==> config.mk <==
export PLATFORM = sky130hd
export DESIGN_NAME = alu_top
export DESIGN_NICKNAME = d
export VERILOG_FILES = /design/src/alu_pkg.sv /design/src/alu_unit_if.sv /design/src/alu_control.sv /design/src/alu_arith.sv /design/src/alu_shift_logic.sv /design/src/alu_result_stage.sv /design/src/alu_top.sv
export VERILOG_INCLUDE_DIRS = /design/src /design/src/include
export SDC_FILE = /design/constraint.sdc
export NUM_CORES = 1
export LEC_CHECK = 0
export BUFFER_PORTS_ARGS = -buffer_cell sky130_fd_sc_hd__buf_2
export CAP_MARGIN = 20
export CORE_ASPECT_RATIO = 1.75
export CORE_MARGIN = 1
export CORE_UTILIZATION = 50
export CTS_CLUSTER_DIAMETER = 80
export DETAILED_ROUTE_END_ITERATION = 8
export PLACE_DENSITY = 0.68
export SYNTH_ARGS = -nofsm -noshare
export SYNTH_HDL_FRONTEND = slang
export SYNTH_SLANG_ARGS = --single-unit
==> constraint.sdc <==
create_clock -name clk -period 6.8 [get_ports clk]
set_clock_uncertainty 0.1 [all_clocks]
set_input_delay 1.02 -clock clk [delete_from_list [all_inputs] [get_ports clk]]
set_output_delay 1.02 -clock clk [all_outputs]
set_load 0.05 [all_outputs]
==> src/include/alu_consts.svh <==
/* ALU constants
   data and opcode widths, plus the sign and carry bit positions */

`ifndef ALU_CONSTS_SVH
`define ALU_CONSTS_SVH

// width of the a and b operands and of the result
`define ALU_WIDTH 8

// width of the opcode that selects one of the 32 table entries
`define ALU_OP_WIDTH 5

// index of the sign bit in a two's complement operand or result
`define ALU_SIGN_BIT 7

// index of the carry bit in the widened 9-bit arithmetic result
`define ALU_CARRY_BIT 8

`endif

==> src/alu_pkg.sv <==
/* ALU types
   opcode table, unit and sub-operation selects, and the unit result record */

`include "alu_consts.svh"

package alu_pkg;

    // full opcode table, numbered as in the CPU microcode
    // divide, modulo, asr, rotates and bcd are listed but not implemented
    typedef enum logic [`ALU_OP_WIDTH-1:0] {
        op_zero                = 5'd0,
        op_a                   = 5'd1,
        op_b                   = 5'd2,
        op_negate_a            = 5'd3,
        op_negate_b            = 5'd4,
        op_a_plus_1            = 5'd5,
        op_b_plus_1            = 5'd6,
        op_a_minus_1           = 5'd7,
        op_b_minus_1           = 5'd8,
        op_a_plus_b            = 5'd9,
        op_a_minus_b           = 5'd10,
        op_b_minus_a           = 5'd11,
        op_a_minus_b_signedmag = 5'd12,
        op_a_plus_b_plus_c     = 5'd13,
        op_a_minus_b_minus_c   = 5'd14,
        op_b_minus_a_minus_c   = 5'd15,
        op_a_times_b_lo        = 5'd16,
        op_a_times_b_hi        = 5'd17,
        op_a_div_b             = 5'd18,
        op_a_mod_b             = 5'd19,
        op_a_lsl_b             = 5'd20,
        op_a_lsr_b             = 5'd21,
        op_a_asr_b             = 5'd22,
        op_a_rol_b             = 5'd23,
        op_a_ror_b             = 5'd24,
        op_a_and_b             = 5'd25,
        op_a_or_b              = 5'd26,
        op_a_xor_b             = 5'd27,
        op_not_a               = 5'd28,
        op_not_b               = 5'd29,
        op_a_plus_b_bcd        = 5'd30,
        op_a_minus_b_bcd       = 5'd31
    } alu_op_t;

    // which datapath unit feeds the output register
    // unit_none gives a zero result with carry and overflow clear,
    // which is also how the constant zero opcode is produced
    typedef enum logic [1:0] {
        unit_none        = 2'd0,
        unit_arith       = 2'd1,
        unit_shift_logic = 2'd2
    } alu_unit_t;

    // arithmetic sub-operations, the *_one forms subtract or add one extra
    typedef enum logic [3:0] {
        arith_pass_a, arith_pass_b,
        arith_neg_a, arith_neg_b,
        arith_inc_a, arith_inc_b,
        arith_dec_a, arith_dec_b,
        arith_add, arith_add_one,
        arith_a_sub_b, arith_a_sub_b_one,
        arith_b_sub_a, arith_b_sub_a_one,
        arith_mul_lo, arith_mul_hi
    } arith_op_t;

    // shift and bitwise sub-operations
    typedef enum logic [2:0] {
        sl_lsl, sl_lsr, sl_and, sl_or, sl_xor, sl_not_a, sl_not_b
    } shift_logic_op_t;

    // what each unit hands back, carry and overflow are active high here
    typedef struct packed {
        logic [`ALU_WIDTH-1:0] value;
        logic                  carry;
        logic                  overflow;
    } unit_result_t;

endpackage

==> src/alu_unit_if.sv <==
/* operand and decode bundle
   carries the registered operands and decoded selects to the datapath units */

`include "alu_consts.svh"

interface alu_unit_if import alu_pkg::*; ();

    // operands as captured by the input register stage
    logic [`ALU_WIDTH-1:0] a;
    logic [`ALU_WIDTH-1:0] b;

    // decoded selects, valid in the same cycle as the operands
    arith_op_t             arith_op;
    shift_logic_op_t       shift_logic_op;
    alu_unit_t             unit_sel;
    logic                  signed_cmp;

    modport control (output a, b, arith_op, shift_logic_op, unit_sel, signed_cmp);

    modport arith (input a, b, arith_op);

    modport shift_logic (input a, b, shift_logic_op);

    // the result stage needs the operands for the compare flags
    modport result (input a, b, unit_sel, signed_cmp);

endinterface

==> src/alu_control.sv <==
/* ALU input stage
   registers the operands and decodes the opcode and carry-in into unit selects */

`include "alu_consts.svh"

module alu_control import alu_pkg::*; (
    input  logic                  clk,
    input  logic                  reset,
    input  logic [`ALU_WIDTH-1:0] a,
    input  logic [`ALU_WIDTH-1:0] b,
    input  alu_op_t               alu_op,
    input  logic                  carry_in_n,
    alu_unit_if.control           unit
);

    alu_op_t         eff_op;
    alu_unit_t       unit_sel_d;
    arith_op_t       arith_op_d;
    shift_logic_op_t shift_logic_op_d;
    logic            signed_cmp_d;

    // with no carry pending the carry-consuming ops fall back to the plain ones
    always_comb begin
        eff_op = alu_op;
        if (carry_in_n) begin
            case (alu_op)
                op_a_plus_b_plus_c:   eff_op = op_a_plus_b;
                op_a_minus_b_minus_c: eff_op = op_a_minus_b;
                op_b_minus_a_minus_c: eff_op = op_b_minus_a;
                default:              eff_op = alu_op;
            endcase
        end
    end

    // unit select, anything not implemented lands on unit_none
    always_comb begin
        case (eff_op)
            op_a, op_b, op_negate_a, op_negate_b,
            op_a_plus_1, op_b_plus_1, op_a_minus_1, op_b_minus_1,
            op_a_plus_b, op_a_minus_b, op_b_minus_a, op_a_minus_b_signedmag,
            op_a_plus_b_plus_c, op_a_minus_b_minus_c, op_b_minus_a_minus_c,
            op_a_times_b_lo, op_a_times_b_hi:
                unit_sel_d = unit_arith;
            op_a_lsl_b, op_a_lsr_b, op_a_and_b, op_a_or_b,
            op_a_xor_b, op_not_a, op_not_b:
                unit_sel_d = unit_shift_logic;
            default:
                unit_sel_d = unit_none;
        endcase
    end

    // arithmetic sub-op, only meaningful when unit_sel_d is unit_arith
    always_comb begin
        case (eff_op)
            op_b:                   arith_op_d = arith_pass_b;
            op_negate_a:            arith_op_d = arith_neg_a;
            op_negate_b:            arith_op_d = arith_neg_b;
            op_a_plus_1:            arith_op_d = arith_inc_a;
            op_b_plus_1:            arith_op_d = arith_inc_b;
            op_a_minus_1:           arith_op_d = arith_dec_a;
            op_b_minus_1:           arith_op_d = arith_dec_b;
            op_a_plus_b:            arith_op_d = arith_add;
            op_a_minus_b:           arith_op_d = arith_a_sub_b;
            op_b_minus_a:           arith_op_d = arith_b_sub_a;
            op_a_minus_b_signedmag: arith_op_d = arith_a_sub_b;
            op_a_plus_b_plus_c:     arith_op_d = arith_add_one;
            op_a_minus_b_minus_c:   arith_op_d = arith_a_sub_b_one;
            op_b_minus_a_minus_c:   arith_op_d = arith_b_sub_a_one;
            op_a_times_b_lo:        arith_op_d = arith_mul_lo;
            op_a_times_b_hi:        arith_op_d = arith_mul_hi;
            default:                arith_op_d = arith_pass_a;
        endcase
    end

    // shift and logic sub-op
    always_comb begin
        case (eff_op)
            op_a_lsl_b: shift_logic_op_d = sl_lsl;
            op_a_lsr_b: shift_logic_op_d = sl_lsr;
            op_a_or_b:  shift_logic_op_d = sl_or;
            op_a_xor_b: shift_logic_op_d = sl_xor;
            op_not_a:   shift_logic_op_d = sl_not_a;
            op_not_b:   shift_logic_op_d = sl_not_b;
            default:    shift_logic_op_d = sl_and;
        endcase
    end

    // only the signed-magnitude subtract switches the compares to signed
    assign signed_cmp_d = (eff_op == op_a_minus_b_signedmag);

    always_ff @(posedge clk) begin
        if (reset) begin
            unit.a              <= '0;
            unit.b              <= '0;
            unit.unit_sel       <= unit_none;
            unit.arith_op       <= arith_pass_a;
            unit.shift_logic_op <= sl_and;
            unit.signed_cmp     <= 1'b0;
        end else begin
            unit.a              <= a;
            unit.b              <= b;
            unit.unit_sel       <= unit_sel_d;
            unit.arith_op       <= arith_op_d;
            unit.shift_logic_op <= shift_logic_op_d;
            unit.signed_cmp     <= signed_cmp_d;
        end
    end

endmodule

==> src/alu_arith.sv <==
/* arithmetic unit
   add, subtract, negate, increment, decrement and multiply with carry and overflow */

`include "alu_consts.svh"

module alu_arith import alu_pkg::*; (
    alu_unit_if.arith    unit,
    output unit_result_t res
);

    // one spare bit above the data holds carry, or borrow for subtraction
    logic [`ALU_WIDTH:0]     a_ext;
    logic [`ALU_WIDTH:0]     b_ext;
    logic [`ALU_WIDTH:0]     wide;
    logic [2*`ALU_WIDTH-1:0] product;
    logic                    sign_a;
    logic                    sign_b;
    logic                    sign_r;
    logic                    ov_add;
    logic                    ov_a_sub_b;
    logic                    ov_b_sub_a;

    assign a_ext   = {1'b0, unit.a};
    assign b_ext   = {1'b0, unit.b};
    assign product = unit.a * unit.b;

    always_comb begin
        case (unit.arith_op)
            arith_pass_a:      wide = a_ext;
            arith_pass_b:      wide = b_ext;
            // 0 - x, so any non-zero operand leaves a borrow in the top bit
            arith_neg_a:       wide = '0 - a_ext;
            arith_neg_b:       wide = '0 - b_ext;
            arith_inc_a:       wide = a_ext + 1'b1;
            arith_inc_b:       wide = b_ext + 1'b1;
            arith_dec_a:       wide = a_ext - 1'b1;
            arith_dec_b:       wide = b_ext - 1'b1;
            arith_add:         wide = a_ext + b_ext;
            arith_add_one:     wide = a_ext + b_ext + 1'b1;
            arith_a_sub_b:     wide = a_ext - b_ext;
            arith_a_sub_b_one: wide = a_ext - b_ext - 1'b1;
            arith_b_sub_a:     wide = b_ext - a_ext;
            arith_b_sub_a_one: wide = b_ext - a_ext - 1'b1;
            // low byte flags a carry whenever the high byte holds anything
            arith_mul_lo:      wide = {|product[2*`ALU_WIDTH-1:`ALU_WIDTH],
                                       product[`ALU_WIDTH-1:0]};
            arith_mul_hi:      wide = {1'b0, product[2*`ALU_WIDTH-1:`ALU_WIDTH]};
            default:           wide = '0;
        endcase
    end

    assign sign_a = unit.a[`ALU_SIGN_BIT];
    assign sign_b = unit.b[`ALU_SIGN_BIT];
    assign sign_r = wide[`ALU_SIGN_BIT];

    // adding like signs must not flip the sign of the result
    assign ov_add = (sign_a == sign_b) && (sign_r != sign_a);

    // subtracting unlike signs must keep the minuend's sign
    assign ov_a_sub_b = (sign_a != sign_b) && (sign_r != sign_a);
    assign ov_b_sub_a = (sign_a != sign_b) && (sign_r != sign_b);

    always_comb begin
        case (unit.arith_op)
            arith_add, arith_add_one:         res.overflow = ov_add;
            arith_a_sub_b, arith_a_sub_b_one: res.overflow = ov_a_sub_b;
            arith_b_sub_a, arith_b_sub_a_one: res.overflow = ov_b_sub_a;
            default:                          res.overflow = 1'b0;
        endcase
    end

    assign res.value = wide[`ALU_WIDTH-1:0];
    assign res.carry = wide[`ALU_CARRY_BIT];

endmodule

==> src/alu_shift_logic.sv <==
/* shift and logic unit
   logical shifts by b with shifted-out carry, plus the bitwise operations */

`include "alu_consts.svh"

module alu_shift_logic import alu_pkg::*; (
    alu_unit_if.shift_logic unit,
    output unit_result_t    res
);

    // a sits in a 9-bit field so the last bit pushed out lands next to it
    logic [`ALU_WIDTH:0] lsl_field;
    logic [`ALU_WIDTH:0] lsr_field;

    // shifting by 9 or more clears the whole field, carry included
    assign lsl_field = {1'b0, unit.a} << unit.b;

    // for right shifts the guard bit sits below a and catches bit b-1
    assign lsr_field = {unit.a, 1'b0} >> unit.b;

    always_comb begin
        res.carry = 1'b0;
        case (unit.shift_logic_op)
            sl_lsl: begin
                res.value = lsl_field[`ALU_WIDTH-1:0];
                res.carry = lsl_field[`ALU_WIDTH];
            end
            sl_lsr: begin
                res.value = lsr_field[`ALU_WIDTH:1];
                res.carry = lsr_field[0];
            end
            sl_and:   res.value = unit.a & unit.b;
            sl_or:    res.value = unit.a | unit.b;
            sl_xor:   res.value = unit.a ^ unit.b;
            sl_not_a: res.value = ~unit.a;
            sl_not_b: res.value = ~unit.b;
            default:  res.value = '0;
        endcase
    end

    // nothing here is signed arithmetic, so no overflow
    assign res.overflow = 1'b0;

endmodule

==> src/alu_result_stage.sv <==
/* ALU output stage
   picks the unit result, forms status and compare flags, registers them active low */

`include "alu_consts.svh"

module alu_result_stage import alu_pkg::*; (
    input  logic                  clk,
    input  logic                  reset,
    alu_unit_if.result            unit,
    input  unit_result_t          arith_res,
    input  unit_result_t          shift_logic_res,
    output logic [`ALU_WIDTH-1:0] result,
    output logic                  flag_c_n,
    output logic                  flag_z_n,
    output logic                  flag_n_n,
    output logic                  flag_o_n,
    output logic                  flag_gt_n,
    output logic                  flag_lt_n,
    output logic                  flag_eq_n,
    output logic                  flag_ne_n
);

    unit_result_t sel;
    logic         gt;
    logic         lt;

    // unused or unimplemented opcodes read as zero with no carry or overflow
    always_comb begin
        case (unit.unit_sel)
            unit_arith:       sel = arith_res;
            unit_shift_logic: sel = shift_logic_res;
            default:          sel = '0;
        endcase
    end

    // magnitude compare of the operands, not of the result
    assign gt = unit.signed_cmp ? ($signed(unit.a) > $signed(unit.b)) : (unit.a > unit.b);
    assign lt = unit.signed_cmp ? ($signed(unit.a) < $signed(unit.b)) : (unit.a < unit.b);

    // all flags leave the core active low, reset leaves them inactive
    always_ff @(posedge clk) begin
        if (reset) begin
            result    <= '0;
            flag_c_n  <= 1'b1;
            flag_z_n  <= 1'b1;
            flag_n_n  <= 1'b1;
            flag_o_n  <= 1'b1;
            flag_gt_n <= 1'b1;
            flag_lt_n <= 1'b1;
            flag_eq_n <= 1'b1;
            flag_ne_n <= 1'b1;
        end else begin
            result    <= sel.value;
            flag_c_n  <= ~sel.carry;
            flag_z_n  <= ~(sel.value == '0);
            flag_n_n  <= ~sel.value[`ALU_SIGN_BIT];
            flag_o_n  <= ~sel.overflow;
            flag_gt_n <= ~gt;
            flag_lt_n <= ~lt;
            flag_eq_n <= ~(unit.a == unit.b);
            flag_ne_n <= ~(unit.a != unit.b);
        end
    end

endmodule

==> src/alu_top.sv <==
/* pipelined 8-bit ALU core
   input register, arithmetic and shift-logic units, registered result and flags */

`include "alu_consts.svh"

module alu_top import alu_pkg::*; (
    input  logic                     clk,
    input  logic                     reset,
    input  logic [`ALU_WIDTH-1:0]    a,
    input  logic [`ALU_WIDTH-1:0]    b,
    input  logic [`ALU_OP_WIDTH-1:0] alu_op,
    input  logic                     carry_in_n,
    output logic [`ALU_WIDTH-1:0]    result,
    output logic                     flag_c_n,
    output logic                     flag_z_n,
    output logic                     flag_n_n,
    output logic                     flag_o_n,
    output logic                     flag_gt_n,
    output logic                     flag_lt_n,
    output logic                     flag_eq_n,
    output logic                     flag_ne_n
);

    // registered operands and decoded selects shared by both units
    alu_unit_if unit_bus ();

    unit_result_t arith_res;
    unit_result_t shift_logic_res;

    // stage 1 captures the operation at the clock edge
    alu_control control_i (
        .clk        (clk),
        .reset      (reset),
        .a          (a),
        .b          (b),
        .alu_op     (alu_op_t'(alu_op)),
        .carry_in_n (carry_in_n),
        .unit       (unit_bus.control)
    );

    alu_arith arith_i (
        .unit (unit_bus.arith),
        .res  (arith_res)
    );

    alu_shift_logic shift_logic_i (
        .unit (unit_bus.shift_logic),
        .res  (shift_logic_res)
    );

    // stage 2 registers the selected result and the flags
    alu_result_stage result_i (
        .clk             (clk),
        .reset           (reset),
        .unit            (unit_bus.result),
        .arith_res       (arith_res),
        .shift_logic_res (shift_logic_res),
        .result          (result),
        .flag_c_n        (flag_c_n),
        .flag_z_n        (flag_z_n),
        .flag_n_n        (flag_n_n),
        .flag_o_n        (flag_o_n),
        .flag_gt_n       (flag_gt_n),
        .flag_lt_n       (flag_lt_n),
        .flag_eq_n       (flag_eq_n),
        .flag_ne_n       (flag_ne_n)
    );

endmodule

==> results of run 1 <==
## cell families (layout without fill, tap and decap cells)
family,after synthesis,after routing,share of synthesized area (%)
flops,42,42,10.65
fa+ha+maj,119,119,22.57
buf+inv,159,171,8.227
simple gates,374,374,23.48
xor+xnor,40,40,4.534
mux,18,18,2.647
compound gates,318,318,27.89
## per-stage QoR
stage          area [sq um]  instances  hold slack (ns)  power, mW
3_5_place_dp           8272       1260           0.6118     0.8360
6_report               8423       1268           0.6048      1.113
5_1_grt                8423       1268           0.6441      1.160
4_1_cts                8423       1268           0.6337      1.091
3_3_place_gp           8272       1260           0.6034     0.8351
2_1_floorplan          7893       1070           0.4390     0.6587
## registers in the layout, indices dropped and copies added (netlist names)
signal / count
control_i.unit.arith_op: 4
result_i.flag_ne_n: 1
control_i.unit.signed_cmp: 1
result_i.flag_gt_n: 1
control_i.unit.shift_logic_op: 3
control_i.unit.unit_sel: 2
result_i.flag_eq_n: 1
control_i.unit.b: 8
result_i.flag_n_n: 1
result_i.flag_lt_n: 1
result_i.result: 8
result_i.flag_o_n: 1
result_i.flag_c_n: 1
control_i.unit.a: 8
result_i.flag_z_n: 1
## worst max path at each step
stage	from	endpoint	slack, ns	cells after the start
after global placement	control_i.unit.b[6]	result_i.flag_o_n	0.52	20
after floorplan	control_i.unit.b[2]	result_i.flag_o_n	1.07	22
final	control_i.unit.b[6]	result_i.flag_o_n	0.31	20
after detailed placement	control_i.unit.b[6]	result_i.flag_o_n	0.40	20
after CTS	control_i.unit.b[6]	result_i.flag_o_n	0.38	20
after global routing	control_i.unit.b[6]	result_i.flag_o_n	0.02	20
## critical path, stage by stage (launching register included)
cell      delay (ns)
dfxtp_1         0.68
clkinv_1        0.50
nor2_1          0.28
fa_1            0.46
fa_1            0.41
fa_1            0.54
inv_1           0.05
fa_1            0.42
inv_1           0.06
ha_1            0.27
a21o_1          0.21
a21o_1          0.20
a211oi_1        0.22
nor2_1          0.09
o41ai_1         0.31
xnor2_1         0.27
o211ai_1        0.15
a211oi_2        0.31
xnor2_1         0.18
a311oi_1        0.11
or4b_1          0.53
## final cells by class
class,count,share of cell area [%]
sequential,42,9.982
multi-input combinational,869,76.01
clock inverter,2,0.1485
inverter,88,3.922
timing repair buffer,75,5.526
clock buffer,6,1.649
tap,186,2.763
## per-layer routing
metal,vias to the layer above,share of wire [%]
met2,516,47
met5,-,0
met1,4142,33
li1,3866,-
met3,254,7.9
met4,0,12
## cell usage in the layout, fill, tap and decap left out, drive strengths merged, types with 8 or more instances in the layout
master    n
a221oi   10
nand2b   24
nand2    81
nor3     25
o21ai    62
nor2    132
xor2     12
ha       80
a211oi   26
nor2b    35
inv      82
a21o     10
a311oi    8
mux2i    13
o22ai    24
buf      75
o211ai   14
xnor2    28
nand3    18
nor4b     8
fa       39
dfxtp    42
a31oi    10
a21oi    64
a22oi    11
and2     10
## where the power goes
group | total [mW] | internal (mW) | switching (mW)
clock network | 0.258 | 0.146 | 0.112
registers | 0.276 | 0.258 | 0.0183
logic | 0.579 | 0.195 | 0.384
total | 1.11 | 0.599 | 0.514
==> run metrics, run 1 <==
outcome=finished clean; clock tree root buffer cell=clkbuf_16; count of cells along the worst register-to-register path=20; Avg WL per Cell=27.84 um; path type of the worst setup path=register to register; # DRC=0; count of buffers added by post-CTS timing repair for setup=0; endpoint of the most critical register-to-register path=result_i.flag_o_n; top cells by area in the synthesized netlist=ha_1 (13%), dfxtp_1 (11%), fa_1 (9.9%); Filler Cells Inserted=1540; post-synthesis instance area=7893 sq um; distinct cell type count after synthesis=86; starting utilization of the core area=51.28%; Placer Congestion=1.090; count of hold-fix buffers inserted at cts=0; overall via count from detail_route=8778; crit start category=register; fraction of synthesis flops using an asynchronous set or reset pin=0%; source of the worst hold timing path=control_i.unit.signed_cmp; Worst Max-Slew Pin Slew=1.055 ns; detailed-route vias per instance=6.923; number of antenna diodes=0; top achievable clock speed=154.1 MHz; placement-stage worst setup slack=0.3970 ns; global routing usage on met2=72.50%; reported max-cap violation count=0; Data required, critical path=6.89 ns; sum of negative setup slack=0 ns; # nets final=1224; Layout Utilization=54.73%; number of global-route vias before repair=8842; met3 track utilization from global routing=9.755%; number of flops mapped to enable cells by yosys=0; half-perimeter wire length after placement=27.42 mm; number of antenna violations at the first check in global routing=1; die extent in y=168.2 um; register area share after synthesis=10.65%; Horiz. Die Dim=96.98 um; synth-to-layout area growth=6.722%; clk_lat worst skew=0.31 ns; hold path cells=3; worst setup slack for register-to-register paths=0.31 ns; total length of routed wires=35.30 mm; end point of the worst hold path=result_i.flag_lt_n; CP Max Fanout=11; number of top-level pins=40; overflow left after global routing=0; CTS sink cnt=42; number of input and output port buffers inserted=39; worst flop-to-flop path startpoint=control_i.unit.b[6]; most instantiated library cell after synthesis=nor2_1; top cell type's share of synthesized area=12.68%; arrival time worst endpoint=6.57 ns; most common library cells after synthesis=nor2_1 (132), nand2_1 (81), ha_1 (80); Synthesized Nets=1213; register clock-pin slew on the reported worst setup and hold paths=0.07 ns; Setup violations, final=0; worst min-delay path class=register to register; Relative slew margins=29.55%; capturing element type of the critical path=register; crit path setup slack, layout=0.3107 ns; fraction of layout instances using a drive strength above 1=10.63%; First-pass DRT Iterations=6; H-tree Lvls=2; Static Leak=3.533 nW; setup repair after global routing missed its margin=no; most crowded layer after global routing=met2; maximum number of pins on one net before global-route repair=51; number of gates resized after CTS=0; Ys Warns=0; TritonCTS clock tree=built; final number of hold-violating endpoints=0; Max Buffers Root-to-Sink=2; Final ANT Viol Nets=0; die outline area=16310 sq um; Iteration-0 DRC Markers=870; average size of a mapped cell=7.376 sq um; core footprint=15390 sq um; combined flip-flop and latch cell area=840.8 sq um; number of cell rows=60; wire length of the first global-routing pass=52.58 mm; total area of multi-input combinational cells=6402 sq um; Final min period=6.489 ns; number of clock buffers inserted by TritonCTS=5; final-report max-slew violation count=0; power density over the cells=132.1 nW/um^2; synthesized instance count=1070; Global Route met1 Usage=42.55%; Period Utilization, post-route=95.43%; VDD IR max=0.1141 mV; most used flip-flop cell after synthesis=dfxtp_1; FF+latch count, synth=42; combined global-route utilization of all metal layers=43.41%; cell taking the most area after synthesis=ha_1
Note: power is estimated with default switching activity, not from simulation.
==> run 2: changes to the inputs <==
--- a/config.mk
+++ b/config.mk
@@ -6,14 +6,15 @@
 export SDC_FILE = /design/constraint.sdc
 export NUM_CORES = 1
 export LEC_CHECK = 0
+export ABC_AREA = 1
 export BUFFER_PORTS_ARGS = -buffer_cell sky130_fd_sc_hd__buf_2
 export CAP_MARGIN = 20
 export CORE_ASPECT_RATIO = 1.75
 export CORE_MARGIN = 1
-export CORE_UTILIZATION = 50
+export CORE_UTILIZATION = 35
 export CTS_CLUSTER_DIAMETER = 80
 export DETAILED_ROUTE_END_ITERATION = 8
-export PLACE_DENSITY = 0.68
+export PLACE_DENSITY = 0.52
 export SYNTH_ARGS = -nofsm -noshare
 export SYNTH_HDL_FRONTEND = slang
 export SYNTH_SLANG_ARGS = --single-unit
==> run 2 against run 1 <==
  * Sequential share of layout area increased by 0.24 points
  * Setup slack better by 0.71 ns
  * Core utilization is 16 points lower
  * Final cell count up 24%
  * Largest power group unchanged
  * Combinational power is 18% lower
  * Clock power about the same
  * Synthesized cell count rose by 17%
  * Worst hold slack got worse by 0.11 ns
  * Power decreased by 9.3%
  * Flip-flop and latch count is the same
==> run metrics, run 2 <==
Final Total Pwr=1.009 mW (-9.3%); H-tree Lvls=2 (unchanged); number of flops mapped to enable cells by yosys=0 (unchanged); total area of multi-input combinational cells=5649 sq um (-12%); register clock-pin slew on the reported worst setup and hold paths=0.07 ns (about the same); Horiz. Die Dim=113.3 um (+17%); Ys Warns=0 (unchanged); die outline area=22290 sq um (+37%); Setup violations, final=0 (unchanged); count of buffers added by post-CTS timing repair for setup=0 (unchanged); worst flop-to-flop path startpoint=control_i.unit.b[4]; worst min-delay path class=register to register; capturing element type of the critical path=register; core footprint=21110 sq um (+37%); source of the worst hold timing path=control_i.unit.signed_cmp; half-perimeter wire length after placement=27.67 mm (+0.89%); final number of hold-violating endpoints=0 (unchanged); top cells by area in the synthesized netlist=nand2_1 (15%), ha_1 (13%), inv_1 (12%); clk_lat worst skew=0.30 ns (about the same); final std cells w/o fill=1570 (+24%); # DRC=0 (unchanged); worst hold slack after final layout=0.4930 ns (-0.1118 ns); endpoint of the most critical register-to-register path=result_i.flag_z_n; register area share after synthesis=11.08% (+0.43 points); synth-to-layout area growth=8.428%; reported max-cap violation count=0 (unchanged); setup repair after global routing missed its margin=no; crit path setup slack, layout=1.020 ns (+0.7097 ns); Placer Congestion=1.026 (-5.9%); crit start category=register; top cell type's share of synthesized area=15.44% (+2.8 points); starting utilization of the core area=35.94% (-15 points); total length of routed wires=33.56 mm (-4.9%); number of global-route vias before repair=8731 (-1.3%); detailed-route vias per instance=5.504 (-20%); cell taking the most area after synthesis=nand2_1; post-synthesis instance area=7586 sq um (-3.9%); Layout Utilization=38.97% (-16 points); TritonCTS clock tree=built; Filler Cells Inserted=2433 (+58%); path type of the worst setup path=register to register; most used flip-flop cell after synthesis=dfxtp_1; clock tree root buffer cell=clkbuf_16; Max Buffers Root-to-Sink=2 (unchanged); First-pass DRT Iterations=6 (unchanged); biggest registers after layout=control_i.unit.a x8, control_i.unit.b x8, result_i.result x8; Iteration-0 DRC Markers=741 (-15%); number of top-level pins=40 (unchanged); average size of a mapped cell=6.045 sq um (-18%); wire length of the first global-routing pass=50.12 mm (-4.7%); final-report max-slew violation count=0 (unchanged); synthesized instance count=1255 (+17%); sum of negative setup slack=0 ns (unchanged); most instantiated library cell after synthesis=nand2_1; end point of the worst hold path=result_i.flag_lt_n; Avg WL per Cell=21.38 um (-23%); FF+latch count, synth=42 (unchanged); Final min period=5.780 ns (-0.7097 ns); number of input and output port buffers inserted=39 (unchanged); most common cell after layout, fill and taps aside=nand2_1; distinct cell type count after synthesis=54 (-37%); combined flip-flop and latch cell area=840.8 sq um (unchanged); number of gates resized after CTS=0 (unchanged); die extent in y=196.8 um (+17%); placement-stage worst setup slack=1.108 ns (+0.7110 ns); arrival time worst endpoint=5.87 ns (-0.70 ns); count of cells along the worst register-to-register path=21 (+5.0%); overflow left after global routing=0 (unchanged); combined global-route utilization of all metal layers=30.66% (-13 points); most common library cells after synthesis=nand2_1 (312), inv_1 (241), nor2_1 (121); number of antenna violations at the first check in global routing=0 (-1); Relative slew margins=31.27% (+1.7 points); Period Utilization, post-route=84.99% (-10 points); fraction of synthesis flops using an asynchronous set or reset pin=0% (unchanged); overall via count from detail_route=8642 (-1.5%); number of cell rows=70 (+17%); # nets final=1424 (+16%); area of all placed cells without fillers=8225 sq um (-2.3%); Area after DPL=8082 sq um (-2.3%); CTS sink cnt=42 (unchanged); worst setup slack for register-to-register paths=1.02 ns (+0.71 ns); count of hold-fix buffers inserted at cts=0 (unchanged); number of antenna diodes=0 (unchanged); Data required, critical path=6.89 ns (about the same); power density over the cells=122.7 nW/um^2 (-7.1%); maximum number of pins on one net before global-route repair=32 (-37%); number of clock buffers inserted by TritonCTS=5 (unchanged); top achievable clock speed=173.0 MHz (+12%); Inst Count DP=1562 (+24%); CP Max Fanout=14 (+3); Synthesized Nets=1398 (+15%); Static Leak=4.568 nW (+29%); hold path cells=2 (-1); fraction of layout instances using a drive strength above 1=7.488% (-3.1 points); Worst Max-Slew Pin Slew=1.023 ns (-0.03147 ns); commonest non-fill, non-tap cells in the layout=nand2_1 (312), inv_1 (241), nor2_1 (121); VDD IR max=0.2283 mV (+100%); Final ANT Viol Nets=0 (unchanged); outcome=finished clean
[run 2: cell count changes in the layout (fill, tap and decap cells not counted), sizes merged, moves of 9 or more]
| cell | before | now |
|---|---|---|
| a211oi | 26 | 3 |
| nand2b | 24 | 0 |
| nand2 | 81 | 318 |
| a22oi | 11 | 2 |
| nor2b | 35 | 0 |
| buf | 75 | 52 |
| inv | 82 | 249 |
| a21oi | 64 | 51 |
| nand3 | 18 | 119 |
| xnor2 | 28 | 0 |
| o22ai | 24 | 14 |
| mux2i | 13 | 0 |
| nand4 | 2 | 25 |
[run 2: cells by family (layout without fill, tap and decap cells)]
kind of cell / after synthesis / after routing / share of synthesized area (%)
DFF: 42 / 42 / 11.08
adders and majority gates: 119 / 119 / 23.49
xor gates and xnor gates: 11 / 11 / 1.270
AOI/OAI and AO/OA: 178 / 178 / 14.33
buffers and inverters: 283 / 310 / 14.45
and+or+nand+nor: 622 / 622 / 35.38
[run 2: report_power, final]
part | switching, mW | internal (mW)
Clock | 0.118 | 0.137
Sequential | 0.0242 | 0.258
Combinational | 0.338 | 0.135
[run 2: layout make-up]
| class | instances | share of cell area (%) |
|---|---|---|
| multi-input cells | 930 | 68.68 |
| clock inverters | 3 | 0.2282 |
| inverters | 250 | 11.41 |
| clock buffers | 5 | 1.521 |
| flip-flops and latches | 42 | 10.22 |
| well taps | 288 | 4.381 |
| repair buffers | 52 | 3.559 |
[run 2: critical path: stages (launching register included)]
cell and delay, ns:
dfxtp_1 0.74, ha_1 0.45, fa_1 0.47, fa_1 0.52, fa_1 0.55, inv_1 0.06, fa_1 0.52, inv_1 0.04
ha_1 0.32, inv_1 0.09, o21bai_1 0.09, a21oi_1 0.17, nand2_1 0.11, a31oi_1 0.18, xor2_1 0.25, nor2_1 0.07
nor2_1 0.10, nand3_1 0.29, nand2_1 0.19, a21oi_1 0.11, nor2_1 0.12, nand4_1 0.09
[run 2: worst max-delay path by stage]
stage | startpoint | endpoint | slack [ns] | depth (start not counted)
floorplan | control_i.unit.b[2] | result_i.flag_z_n | 1.87 | 24
global placement | control_i.unit.b[4] | result_i.flag_z_n | 1.12 | 20
detailed placement | control_i.unit.b[4] | result_i.flag_z_n | 1.11 | 20
CTS | control_i.unit.b[4] | result_i.flag_z_n | 1.13 | 20
global route | control_i.unit.b[4] | result_i.flag_z_n | 0.74 | 21
finish | control_i.unit.b[4] | result_i.flag_z_n | 1.02 | 21
[run 2: layer usage]
layer	wire (um)	GRT usage, %
met5	0	0
met4	3708	28.75
met3	1603	2.706
met2	16490	55.31
met1	11760	30.60
==> run 3: changes to the inputs <==
--- a/config.mk
+++ b/config.mk
@@ -6,7 +6,7 @@
 export SDC_FILE = /design/constraint.sdc
 export NUM_CORES = 1
 export LEC_CHECK = 0
-export ABC_AREA = 1
+export ABC_AREA = 0
 export BUFFER_PORTS_ARGS = -buffer_cell sky130_fd_sc_hd__buf_2
 export CAP_MARGIN = 20
 export CORE_ASPECT_RATIO = 1.75
@@ -14,7 +14,7 @@
 export CORE_UTILIZATION = 35
 export CTS_CLUSTER_DIAMETER = 80
 export DETAILED_ROUTE_END_ITERATION = 8
-export PLACE_DENSITY = 0.52
+export PLACE_DENSITY = 0.53
 export SYNTH_ARGS = -nofsm -noshare
 export SYNTH_HDL_FRONTEND = slang
 export SYNTH_SLANG_ARGS = --single-unit
==> constraint.sdc (replaced) <==
create_clock -name clk -period 5.3 [get_ports clk]
set_clock_uncertainty 0.1 [all_clocks]
set_input_delay 0.795 -clock clk [delete_from_list [all_inputs] [get_ports clk]]
set_output_delay 0.795 -clock clk [all_outputs]
set_load 0.05 [all_outputs]
==> run 3 against run 2 <==
  * The run now ends with setup timing left
  * Routed wire length up 13%
  * Die area up 4.0%
  * Power up 61%
  * Fmax up 6.3%
  * Highest routed layer unchanged
==> run metrics, run 3 (synthesized netlist as in run 1, its figures left out) <==
Placer Congestion=1.042 (+1.6%); starting utilization of the core area=35.76% (-0.18 points); worst min-delay path class=register to register; fraction of layout instances using a drive strength above 1=24.43% (+17 points); Max Buffers Root-to-Sink=2 (unchanged); combined global-route utilization of all metal layers=33.95% (+3.3 points); # nets final=1333 (-6.4%); capturing element type of the critical path=register; Relative slew margins=37.54% (+6.3 points); path type of the worst setup path=register to register; clock tree root buffer cell=clkbuf_16; most common cell after layout, fill and taps aside=buf_4; synth-to-layout area growth=23.59%; Data required, critical path=5.40 ns (-1.49 ns); critical path, cell by cell=buf_6 -> nand2_4 -> fa_1 -> fa_1 -> inv_2 -> fa_1 -> inv_1 -> fa_1 -> inv_2 -> ha_4 -> buf_6 -> nor2b_4 -> a311oi_2 -> buf_4 -> o21ai_4 -> a21o_1 -> a21oi_2 -> xor2_1 -> nor2_1 -> a2111oi_2 -> buf_4 -> a21oi_4 -> o32a_1; core footprint=22070 sq um (+4.6%); Final ANT Viol Nets=0 (unchanged); top cell family by delay on the critical path=adder cells; number of clock buffers inserted by TritonCTS=5 (unchanged); arrival time worst endpoint=5.54 ns (-0.33 ns); net switching component of the power=728.1 uW (+52%); reported max-cap violation count=0 (unchanged); Static Leak=4.134 nW (-9.5%); Area after DPL=9260 sq um (+15%); total length of routed wires=38.07 mm (+13%); clock share of power=23.8% (-1.4 points); biggest registers after layout=control_i.unit.a x8, control_i.unit.b x8, result_i.result x8; internal power=893.3 uW (+69%); Final min period=5.435 ns (-0.3444 ns); number of input and output port buffers inserted=39 (unchanged); portion of total power attributed to combinational logic=54.5% (+7.7 points); maximum number of pins on one net before global-route repair=31 (-3.1%); failing checks=setup timing; final-report max-slew violation count=0 (unchanged); sequential group share of total power=21.7% (-6.2 points); area of all placed cells without fillers=9754 sq um (+19%); CTS sink cnt=42 (unchanged); crit path setup slack, layout=-0.1352 ns (-1.156 ns); wire length of the first global-routing pass=56.64 mm (+13%); clk_lat worst skew=0.32 ns (+0.02 ns); overall via count from detail_route=8990 (+4.0%); setup repair after global routing missed its margin=yes; power density over the cells=166.2 nW/um^2 (+35%); buffer and inverter count on the worst path=7 (+4); Horiz. Die Dim=115.5 um (+2.0%); number of antenna violations at the first check in global routing=1 (+1); die extent in y=200.7 um (+2.0%); First-pass DRT Iterations=6 (unchanged); half-perimeter wire length after placement=30.73 mm (+11%); total number of cells along the worst setup path=23 (+9.5%); VDD IR max=0.1413 mV (-38%); # DRC=0 (unchanged); Worst Max-Slew Pin Slew=0.9356 ns (-0.08758 ns); H-tree Lvls=2 (unchanged); count of cells along the worst register-to-register path=23 (+9.5%); register clock-pin slew on the reported worst setup and hold paths=0.08 ns (about the same); number of cell rows=72 (+2.9%); die outline area=23180 sq um (+4.0%); top achievable clock speed=184.0 MHz (+6.3%); overflow left after global routing=0 (unchanged); Avg WL per Cell=25.58 um (+20%); number of top-level pins=40 (unchanged); Period Utilization, post-route=102.6% (+18 points); commonest non-fill, non-tap cells in the layout=buf_4 (137), nor2_1 (121), nand2_1 (79); CP Max Fanout=3 (-11); CP most frequent cell=fa_1; Setup violations, final=2 (+2); number of global-route vias before repair=9225 (+5.7%); crit start category=register; hold path cells=3 (+1); detailed-route vias per instance=6.042 (+9.8%); final number of hold-violating endpoints=0 (unchanged); TritonCTS clock tree=built; Iteration-0 DRC Markers=697 (-5.9%); slowest stage cell on the critical path=fa_1; outcome=finished with violations; worst hold slack after final layout=0.5111 ns (+0.01814 ns); maximum cell stage delay along the critical path=0.52 ns (-0.22 ns); switching power share of the total=44.91% (-2.7 points)
[run 3: cell types whose count changed in the layout (fill, tap and decap cells not counted), moves of 13 or more]
| cell | previous run | this run |
|---|---|---|
| a211oi_1 | 3 | 21 |
| buf_4 | 13 | 137 |
| inv_1 | 241 | 71 |
| mux2i_1 | 0 | 13 |
| nand2_1 | 312 | 79 |
| nand2b_1 | 0 | 24 |
| nand3_1 | 116 | 18 |
| nand4_1 | 24 | 2 |
| nor2b_1 | 0 | 33 |
| o21ai_0 | 43 | 57 |
| xnor2_1 | 0 | 27 |
[run 3: worst paths after layout]
path | to | slack [ns] | from
max | result_i.flag_z_n | -0.14 | control_i.unit.b[4]
min | result_i.flag_lt_n | 0.51 | control_i.unit.signed_cmp
min reg2reg | result_i.flag_lt_n | 0.51 | control_i.unit.signed_cmp
max reg2reg | result_i.flag_z_n | -0.14 | control_i.unit.b[4]
[run 3: power groups by stage]
stage / clock, mW / combinational [mW] / sequential (mW)
after floorplan: 0 / 0.497 / 0.369
after global placement: 0 / 0.823 / 0.358
after detailed placement: 0 / 0.822 / 0.358
after CTS: 0.384 / 0.846 / 0.351
after global routing: 0.401 / 0.941 / 0.354
final: 0.387 / 0.883 / 0.352
[run 3: what timing repair did]
item | in CTS | in global routing
endpoints found under the setup margin | 6 | 6
buffers inserted | 6 | 4
hold buffers | 0 | 0
gates resized for setup | 48 | 27
pin swaps | 16 | 12
[run 3: per-layer routing]
metal	track usage [%]	up-vias	wire (um)
met4	29.96	0	3762
li1	-	4068	-
met3	4.982	195	2268
met2	59.20	443	19290
met5	0	-	0
met1	34.28	4284	12750
[run 3: area by class of cell]
type | instances | area (sq um)
antenna | 1 | 2.502
clock buffer | 5 | 125.1
clock inverter | 3 | 43.79
fill | 2349 | 12320
inverter | 88 | 362.8
multi-input combinational | 869 | 6646
sequential | 42 | 872.1
tap | 296 | 370.4
timing repair buffer | 184 | 1331
[run 3: per-stage QoR]
| step | power, mW | setup TNS (ns) | setup WS [ns] | instances | utilization, % |
|---|---|---|---|---|---|
| floorplan | 0.8660 | -0.04869 | -0.04869 | 1070 | - |
| global placement | 1.181 | -1.333 | -0.4194 | 1469 | 41.96 |
| detailed placement | 1.181 | -1.583 | -0.4672 | 1469 | 41.96 |
| CTS | 1.581 | -0.1388 | -0.07263 | 1483 | 43.59 |
| global route | 1.697 | -1.080 | -0.3643 | 1487 | 44.18 |
| finish | 1.621 | -0.2529 | -0.1352 | 1488 | 44.20 |
[run 3: worst min-delay path, stage by stage, from the launching register on]
cell and delay [ns]:
dfxtp_1 0.33, inv_1 0.07, a21oi_1 0.06, o311ai_0 0.11
